File: src/ecdhe_pkg.sv
// Types and constants for the ECDHE controller and its host port, imported where used
`default_nettype none

package ecdhe_pkg;

    // ========================================
    // Field elements and curve constants
    // ========================================
    localparam int WORD_W = 256;            // One X25519 field element

    typedef logic [WORD_W-1:0] word_t;      // Field element or scalar
    typedef logic [1:0]        beat_t;      // Beat index inside one burst
    typedef logic [1:0]        host_status_t; // Carries auc_pkg::auc_status_t codes

    // Base point u = 9, least significant byte first as the AUC expects
    localparam word_t X25519_BASE = {8'h09, {(WORD_W-8){1'b0}}};

    localparam int GEN_BEATS  = 3;          // 0, 1, base point
    localparam int COMP_BEATS = 4;          // 0, 1, peer x, scalar

    // ========================================
    // Host command set and internal selectors
    // ========================================
    typedef enum logic [1:0] {
        OP_NONE = 2'd0,
        OP_GEN  = 2'd1,                     // Key pair generation
        OP_COMP = 2'd2                      // Shared secret from peer x
    } host_op_t;                            // Code 3 never accepted

    typedef enum logic [1:0] {
        BURST_RAND,                         // Single random scalar request
        BURST_GEN,                          // Multiply by base point
        BURST_COMP                          // Multiply peer x by host scalar
    } burst_t;

    typedef struct packed {
        logic     start;                    // One-cycle command pulse
        host_op_t op;
        word_t    peer_x;                   // Sampled in the accepting cycle
        word_t    scalar;
    } host_req_t;

    typedef struct packed {
        word_t        dout;                 // Zero unless status is DONE
        host_status_t status;
    } host_rsp_t;

endpackage

`default_nettype wire
File: src/auc_pkg.sv
// Command and status types of the AUC link, compiled after the ECDHE package
`default_nettype none

package auc_pkg;

    // ========================================
    // AUC command codes
    // ========================================
    typedef enum logic [2:0] {
        AUC_RAND = 3'd0,                    // Random scalar, also kept inside the AUC
        AUC_MMUL = 3'd5                     // Montgomery ladder multiply
    } auc_op_t;

    // Same encoding on the host status port
    typedef enum logic [1:0] {
        ST_IDLE = 2'd0,
        ST_COMP = 2'd1,                     // Operation in progress
        ST_DONE = 2'd2,                     // Result valid this cycle
        ST_ERR  = 2'd3                      // Operation failed
    } auc_status_t;

    // One data beat towards the AUC
    typedef struct packed {
        logic             start;            // High once per beat
        auc_op_t          op;               // Constant over a burst
        ecdhe_pkg::word_t dat;
    } auc_req_t;

endpackage

`default_nettype wire

File: src/ecdhe_ctrl.sv
// Top of the ECDHE key-exchange controller, place between the host and the AUC
`timescale 1ns/100ps
`default_nettype none

module ecdhe_ctrl (
    input  wire                       clk,
    input  wire                       rst,
    input  wire ecdhe_pkg::host_req_t req,
    output ecdhe_pkg::host_rsp_t      rsp,
    output auc_pkg::auc_req_t         auc,
    input  wire ecdhe_pkg::word_t     auc_rslt,
    input  wire auc_pkg::auc_status_t auc_status
);
    import ecdhe_pkg::*;

    // Burst control
    logic   launch;
    burst_t burst;
    beat_t  index;
    logic   last;
    logic   accept;

    // Operands and result strobes
    word_t  peer_x;
    word_t  scalar;
    logic   load_key;
    logic   show_key;
    logic   show_pub;
    logic   show_secret;
    logic   show_err;
    logic   busy;

    ecdhe_fsm u_fsm (
        .clk         (clk),
        .rst         (rst),
        .req         (req),
        .auc_status  (auc_status),
        .last        (last),
        .launch      (launch),
        .burst       (burst),
        .load_key    (load_key),
        .show_key    (show_key),
        .show_pub    (show_pub),
        .show_secret (show_secret),
        .show_err    (show_err),
        .busy        (busy),
        .accept      (accept)
    );

    beat_counter u_cnt (
        .clk    (clk),
        .rst    (rst),
        .launch (launch),
        .burst  (burst),
        .index  (index),
        .last   (last)
    );

    operand_store u_opnd (
        .clk    (clk),
        .rst    (rst),
        .accept (accept),
        .req    (req),
        .peer_x (peer_x),
        .scalar (scalar)
    );

    auc_tx u_tx (
        .clk    (clk),
        .rst    (rst),
        .launch (launch),
        .burst  (burst),
        .index  (index),
        .last   (last),
        .peer_x (peer_x),
        .scalar (scalar),
        .auc    (auc)
    );

    result_store u_rslt (
        .clk         (clk),
        .rst         (rst),
        .load_key    (load_key),
        .show_key    (show_key),
        .show_pub    (show_pub),
        .show_secret (show_secret),
        .show_err    (show_err),
        .busy        (busy),
        .auc_rslt    (auc_rslt),
        .rsp         (rsp)
    );

endmodule

`default_nettype wire

File: src/result_store.sv
// Result register towards the host, keeps the private key and the public x
`timescale 1ns/100ps
`default_nettype none

module result_store (
    input  wire                   clk,
    input  wire                   rst,
    input  wire                   load_key,     // Random scalar on auc_rslt
    input  wire                   show_key,     // Public x on auc_rslt
    input  wire                   show_pub,
    input  wire                   show_secret,  // Secret on auc_rslt
    input  wire                   show_err,
    input  wire                   busy,
    input  wire ecdhe_pkg::word_t auc_rslt,
    output ecdhe_pkg::host_rsp_t  rsp
);
    import ecdhe_pkg::*;
    import auc_pkg::*;

    word_t key;                             // Private scalar
    word_t pub;                             // Public x, shown one cycle late

    always_ff @(posedge clk)
    begin
        if (load_key)
            key <= auc_rslt;
        if (show_key)
            pub <= auc_rslt;                // Same DONE cycle as the key strobe
    end

    // ========================================
    // Host response
    // ========================================
    always_ff @(posedge clk)
    begin
        if (rst)
        begin
            rsp.dout   <= '0;
            rsp.status <= ST_IDLE;
        end
        else if (show_err)
        begin
            rsp.dout   <= '0;
            rsp.status <= ST_ERR;
        end
        else if (show_key)
        begin
            rsp.dout   <= key;              // First word of the key pair
            rsp.status <= ST_DONE;
        end
        else if (show_pub)
        begin
            rsp.dout   <= pub;
            rsp.status <= ST_DONE;
        end
        else if (show_secret)
        begin
            rsp.dout   <= auc_rslt;         // Straight from the AUC
            rsp.status <= ST_DONE;
        end
        else
        begin
            rsp.dout   <= '0;
            rsp.status <= busy ? ST_COMP : ST_IDLE;
        end
    end

endmodule

`default_nettype wire

File: src/auc_tx.sv
// AUC request register, sends one beat per cycle while a burst runs
`timescale 1ns/100ps
`default_nettype none

module auc_tx (
    input  wire                    clk,
    input  wire                    rst,
    input  wire                    launch,
    input  wire ecdhe_pkg::burst_t burst,
    input  wire ecdhe_pkg::beat_t  index,
    input  wire                    last,
    input  wire ecdhe_pkg::word_t  peer_x,
    input  wire ecdhe_pkg::word_t  scalar,
    output auc_pkg::auc_req_t      auc
);
    import ecdhe_pkg::*;
    import auc_pkg::*;

    logic   run;                            // Burst in progress
    burst_t cur_burst;                      // Kept from launch
    word_t  beat_word;

    // ========================================
    // Data word for the current beat
    // ========================================
    always_comb
    begin
        case (index)
            2'd0:    beat_word = '0;        // Ladder start value
            2'd1:    beat_word = word_t'(1);
            2'd2:    beat_word = (cur_burst == BURST_GEN) ? X25519_BASE : peer_x;
            default: beat_word = scalar;
        endcase
        if (cur_burst == BURST_RAND)
            beat_word = '0;                 // Random request has no operand
    end

    always_ff @(posedge clk)
    begin
        if (rst)
        begin
            run       <= 1'b0;
            cur_burst <= BURST_RAND;
            auc       <= '0;
        end
        else
        begin
            if (launch)
            begin
                run       <= 1'b1;
                cur_burst <= burst;
            end
            else if (run && last)
                run <= 1'b0;                // Final beat goes out now

            if (run)
            begin
                auc.start <= 1'b1;
                auc.op    <= (cur_burst == BURST_RAND) ? AUC_RAND : AUC_MMUL;
                auc.dat   <= beat_word;
            end
            else
            begin
                auc.start <= 1'b0;
                auc.dat   <= '0;            // Op kept from last burst
            end
        end
    end

endmodule

`default_nettype wire

File: src/operand_store.sv
// Holds the host operands of a shared-secret command for the length of the operation
`timescale 1ns/100ps
`default_nettype none

module operand_store (
    input  wire                       clk,
    input  wire                       rst,
    input  wire                       accept,   // Command taken this cycle
    input  wire ecdhe_pkg::host_req_t req,
    output ecdhe_pkg::word_t          peer_x,
    output ecdhe_pkg::word_t          scalar
);

    // Host may change its bus once the command is taken
    always_ff @(posedge clk)
    begin
        if (rst)
        begin
            peer_x <= '0;
            scalar <= '0;
        end
        else if (accept)
        begin
            peer_x <= req.peer_x;           // Beat 2 of the compute burst
            scalar <= req.scalar;           // Beat 3
        end
    end

endmodule

`default_nettype wire

File: src/beat_counter.sv
// Beat counter for one AUC burst, flags the final beat for the FSM and the sender
`timescale 1ns/100ps
`default_nettype none

module beat_counter (
    input  wire                clk,
    input  wire                rst,
    input  wire                launch,
    input  wire ecdhe_pkg::burst_t burst,
    output ecdhe_pkg::beat_t   index,       // 0 the cycle after launch
    output logic               last
);
    import ecdhe_pkg::*;

    beat_t cnt;
    beat_t end_idx;                         // Index of the final beat
    beat_t end_load;
    logic  run;

    // Burst length minus one
    always_comb
    begin
        case (burst)
            BURST_GEN:  end_load = beat_t'(GEN_BEATS - 1);
            BURST_COMP: end_load = beat_t'(COMP_BEATS - 1);
            default:    end_load = '0;      // Random request is a single beat
        endcase
    end

    always_ff @(posedge clk)
    begin
        if (rst)
        begin
            run     <= 1'b0;
            cnt     <= '0;
            end_idx <= '0;
        end
        else if (launch)
        begin
            run     <= 1'b1;
            cnt     <= '0;
            end_idx <= end_load;
        end
        else if (run)
        begin
            if (last)
                run <= 1'b0;                // Hold after final beat
            else
                cnt <= cnt + 2'd1;
        end
    end

    assign index = cnt;
    assign last  = run && (cnt == end_idx);

endmodule

`default_nettype wire

File: src/ecdhe_fsm.sv
// Operation FSM of the ECDHE controller, turns host commands and AUC status into strobes
`timescale 1ns/100ps
`default_nettype none

module ecdhe_fsm (
    input  wire                       clk,
    input  wire                       rst,
    input  wire ecdhe_pkg::host_req_t req,
    input  wire auc_pkg::auc_status_t auc_status,
    input  wire                       last,         // Final beat of current burst
    output logic                      launch,       // Load counter and sender
    output ecdhe_pkg::burst_t         burst,        // Valid with launch
    output logic                      load_key,     // Capture random scalar
    output logic                      show_key,
    output logic                      show_pub,
    output logic                      show_secret,
    output logic                      show_err,
    output logic                      busy,
    output logic                      accept        // Command taken this cycle
);
    import ecdhe_pkg::*;
    import auc_pkg::*;

    typedef enum logic [2:0] {
        IDLE,
        RAND_TX,                            // Random beat on its way
        RAND_WAIT,
        GEN_TX,                             // Base point multiply burst
        GEN_WAIT,
        GEN_PUB,                            // Second result word
        COMP_TX,                            // Peer multiply burst
        COMP_WAIT
    } state_t;

    state_t state;
    state_t state_nxt;
    logic   auc_done;
    logic   auc_err;
    logic   op_ok;

    assign auc_done = (auc_status == ST_DONE);
    assign auc_err  = (auc_status == ST_ERR);
    assign op_ok    = (req.op == OP_GEN) || (req.op == OP_COMP);
    assign accept   = (state == IDLE) && req.start && op_ok;

    assign busy     = (state != IDLE);
    assign show_pub = (state == GEN_PUB);   // One cycle behind show_key

    // ========================================
    // Next state and strobes
    // ========================================
    always_comb
    begin
        state_nxt   = state;
        launch      = 1'b0;
        burst       = BURST_RAND;
        load_key    = 1'b0;
        show_key    = 1'b0;
        show_secret = 1'b0;
        show_err    = 1'b0;
        case (state)
            IDLE:
                if (accept)
                begin
                    launch = 1'b1;
                    if (req.op == OP_COMP)
                    begin
                        burst     = BURST_COMP;     // Scalar comes from host
                        state_nxt = COMP_TX;
                    end
                    else
                        state_nxt = RAND_TX;        // Draw private key first
                end
            RAND_TX:
                if (last)
                    state_nxt = RAND_WAIT;
            RAND_WAIT:
                if (auc_done)
                begin
                    load_key  = 1'b1;
                    launch    = 1'b1;
                    burst     = BURST_GEN;
                    state_nxt = GEN_TX;
                end
                else if (auc_err)
                begin
                    launch    = 1'b1;               // Ask again
                    state_nxt = RAND_TX;
                end
            GEN_TX:
                if (last)
                    state_nxt = GEN_WAIT;
            GEN_WAIT:
                if (auc_done)
                begin
                    show_key  = 1'b1;               // Public x stored alongside
                    state_nxt = GEN_PUB;
                end
                else if (auc_err)
                begin
                    launch    = 1'b1;               // Restart with a fresh scalar
                    state_nxt = RAND_TX;
                end
            GEN_PUB:
                state_nxt = IDLE;
            COMP_TX:
                if (last)
                    state_nxt = COMP_WAIT;
            COMP_WAIT:
                if (auc_done)
                begin
                    show_secret = 1'b1;
                    state_nxt   = IDLE;
                end
                else if (auc_err)
                begin
                    show_err  = 1'b1;               // No retry for host operands
                    state_nxt = IDLE;
                end
            default:
                state_nxt = IDLE;
        endcase
    end

    always_ff @(posedge clk)
    begin
        if (rst)
            state <= IDLE;
        else
            state <= state_nxt;
    end

endmodule

`default_nettype wire

File: config.mk
export PLATFORM = sky130hd
export DESIGN_NAME = ecdhe_ctrl
export DESIGN_NICKNAME = d
export VERILOG_FILES = /design/src/ecdhe_pkg.sv /design/src/auc_pkg.sv /design/src/ecdhe_ctrl.sv /design/src/result_store.sv /design/src/auc_tx.sv /design/src/operand_store.sv /design/src/beat_counter.sv /design/src/ecdhe_fsm.sv
export SDC_FILE = /design/constraint.sdc
export NUM_CORES = 2
export LEC_CHECK = 0
export BUFFER_PORTS_ARGS = -buffer_cell sky130_fd_sc_hd__buf_2
export CAP_MARGIN = 20
export CORE_AREA = 2 2 498 500
export DETAILED_ROUTE_END_ITERATION = 7
export DIE_AREA = 0 0 500 502
export GPL_TIMING_DRIVEN = 0
export PLACE_DENSITY = 0.4
export SYNTH_ARGS = -nofsm -noshare
export SYNTH_HDL_FRONTEND = slang
export SYNTH_HIERARCHICAL = 1
export SYNTH_SLANG_ARGS = --single-unit
File: constraint.sdc
create_clock -name clk -period 24.9 [get_ports clk]
set_clock_uncertainty 0.05 [all_clocks]
set_input_delay 4.98 -clock clk [delete_from_list [all_inputs] [get_ports clk]]
set_output_delay 4.98 -clock clk [all_outputs]
set_load 0.01 [all_outputs]
==> run_results.csv <==
group,metric,value,unit
run_status,outcome,"completed",
yosys,netlist_area,57900,um2
route,drc_errors,0,
route,drt_iter0_markers,2926,
yosys,synth.area.top_cells,"dfxtp_1 (36%), edfxtp_1 (27%), mux2i_1 (8.9%)",
clock_tree,clockBufferDepth,3,
route,dr.pass1.iters,6,
yosys,synth-async-reset-ratio,0,%
pwr,peakVddDrop,0.0595,mV
place,dp_cells,9161,
yosys,synth-edff-count,512,
place,gp_congestion,0.864,
clock_tree,post-cts-setup-buffers,0,
grt,antenna_found_initial,247,
route,ant_nets,0,
clock_tree,cts_buffers,183,
final_layout,final_area,75500,um2
sta,rsz0062_at_grt,"no",
pwr,leakage,28.7,nW
die,placementRows,182,
yosys,netlist_instances,4609,
clock_tree,cts_tree,"yes",
place,placed_cell_area,69300,um2
yosys,avgSynthCellArea,12.6,um2
critical_path,reg2reg_slack,20600,ps
critical_path,start_kind,"input port",
sta,period_minus_slack,8190,ps
critical_path,worst_path_largest_cell_delay,870,ps
final_layout,area_growth,30.4,%
yosys,synth_top_flop_cell,"dfxtp_1",
critical_path,crit_path_cell_trace,"clkbuf_1, or3b_2, nor3_4, buf_16, buf_16, buf_4, clkbuf_1, buf_2, a221oi_2",
route,totalWireLength,266,mm
sta,whs,411,ps
critical_path,crit_type,"input port to flop",
place,dp_hpwl,205,mm
sta,clock.fmax,122,MHz
die,dieHeight,502,um
grt,grt_use_total,20.3,%
yosys,synth_nets,5386,
grt,grt_max_degree,19,
die,start_util,23.6,%
clock_tree,clk_pin_slew_worst_paths,60,ps
die,die_area,251000,um2
sta,worst_pin_slew,1140,ps
sta,slew_headroom,23.7,%
route,vias_per_cell,4.53,
clock_tree,cts_hold_buf,0,
critical_path,arrival,8760,ps
die,coreArea,245000,um2
sta,finalHoldViolCount,0,
final_layout,multi_input_area,17800,um2
sta,setup_viol,0,
final_layout,fill_cells,25511,
place,portBuffers,1290,
pwr,p_per_area,88.5,nW/um2
final_layout,drive_above_1_share,34.3,%
clock_tree,cts-root-buf,"clkbuf_16",
critical_path,crit_path_end_kind,"flop",
yosys,synthDominantCellAreaShare,35.9,%
min_path,worstHoldPathType,"flop to flop",
yosys,yosysTopAreaCell,"dfxtp_1",
sta,period_share,32.9,%
final_layout,regArea,36200,um2
yosys,synth_cell_types,48,
die,boundaryPins,1293,
final_layout,final_nets,6903,
route,num_vias,43352,
clock_tree,cts.sinks,1551,
flow_run,cap_violations,0,
clock_tree,clk_latency,820,ps
critical_path,required,25470,ps
clock_tree,cts_resized,0,
yosys,yosysWarnings,6,
route,wire_per_inst,27.8,um
sta,maxSlewViolCount,0,
clock_tree,cts_max_level,4,
die,die_w,500,um
grt,grt_pass1_vias,43015,
grt,grt_overflow,0,
final_layout,stdcell_count,9565,
yosys,synth-seq-area-share,62.4,%
yosys,ys_ff_latch,1551,
critical_path,worst-path-max-fanout,15,
critical_path,crit_path_top_delay_cell,"clkbuf_1",
grt,grt_pass1_wl,358,mm
==> cell type report <==
| class | count | share of cell area (%) |
|---|---|---|
| Tap cell | 3220 | 5.33 |
| Clock buffer | 275 | 7.02 |
| Multi-Input combinational cell | 2391 | 23.6 |
| Buffer | 404 | 3.97 |
| Sequential cell | 1551 | 47.9 |
| Inverter | 263 | 1.31 |
| Clock inverter | 52 | 0.924 |
| Timing Repair Buffer | 1332 | 9.75 |
| Antenna cell | 77 | 0.255 |
==> sequential cells by signal (all words and copies together) (netlist names), 2 cells and up <==
register,cells
u_rslt/key,256
u_opnd/scalar,256
u_tx/cur_burst,2
u_cnt/end_idx,2
u_fsm/state,3
u_rslt/rsp,258
u_tx/auc,258
u_cnt/index,2
u_opnd/peer_x,256
u_rslt/pub,256
==> per-layer routing <==
layer,share of wire [%],global-route usage [%]
met1,40,24.0
met2,46,32.3
met3,9.5,8.28
met4,4.0,8.39
met5,0.27,0
==> critical path: cells and delay by family <==
kind | cells | cell delay [ps]
compound gates | 1 | 160
simple gates | 2 | 1320
buf+inv | 6 | 2280
==> final timing paths <==
check	to	cells after the start	start
min	u_rslt/rsp[225]	2	u_rslt/key[223]
max reg2reg	u_rslt/rsp[152]	9	u_fsm/state[0]
min reg2reg	u_rslt/rsp[225]	2	u_rslt/key[223]
max	u_rslt/rsp[152]	9	auc_status[1]
==> cells by family after synthesis <==
logic type | synth area share, %
AOI/OAI and AO/OA | 12.8
xor gates and xnor gates | 0.0454
adders and majority gates | 0.0432
buffers and inverters | 6.88
DFF | 62.4
muxes | 8.91
other | 0.00647
and+or+nand+nor | 8.83
==> per-stage QoR <==
stage / power (mW) / worst slack [ps] / util [%] / setup TNS, ps
3_5_place_dp: 4.05 / 15970 / 28.3 / 0
5_1_grt: 6.96 / 16640 / 30.8 / 0
6_report: 6.68 / 16710 / 30.8 / 0
2_1_floorplan: 3.66 / 7500 / - / 0
4_1_cts: 6.79 / 16890 / 30.7 / 0
3_3_place_gp: 4.05 / -3250 / 27.9 / -1234590
==> synthesized netlist by cell type, types with 8 or more instances <==
| master | instances |
|---|---|
| mux2i_1 | 516 |
| nand2b_1 | 8 |
| a221oi_2 | 240 |
| buf_6 | 62 |
| a221oi_1 | 16 |
| dfxtp_1 | 1039 |
| nand3b_1 | 258 |
| edfxtp_1 | 512 |
| clkbuf_1 | 80 |
| inv_1 | 263 |
| buf_12 | 45 |
| nor2_1 | 778 |
| a21oi_1 | 264 |
| buf_2 | 188 |
| buf_1 | 17 |
| a32oi_1 | 253 |
| buf_4 | 11 |
==> placed cells by master, fill, tap and decap left out, types with 62 or more instances in the layout <==
cell	n
clkbuf_1	135
a221oi_2	240
dfxtp_1	1039
mux2i_1	516
clkbuf_16	184
buf_6	62
inv_1	263
nor2_1	778
edfxtp_1	512
a32oi_1	253
buf_2	1478
diode_2	77
a21oi_1	264
nand3b_1	258
==> power by group <==
| part | total, mW | leakage [nW] | switching (mW) | internal (mW) |
|---|---|---|---|---|
| Sequential | 2.90 | 13.0 | 0.0852 | 2.81 |
| Combinational | 1.09 | 12.7 | 0.622 | 0.472 |
| Clock | 2.69 | 2.91 | 1.15 | 1.54 |
Power figures use the tool's default switching activity.
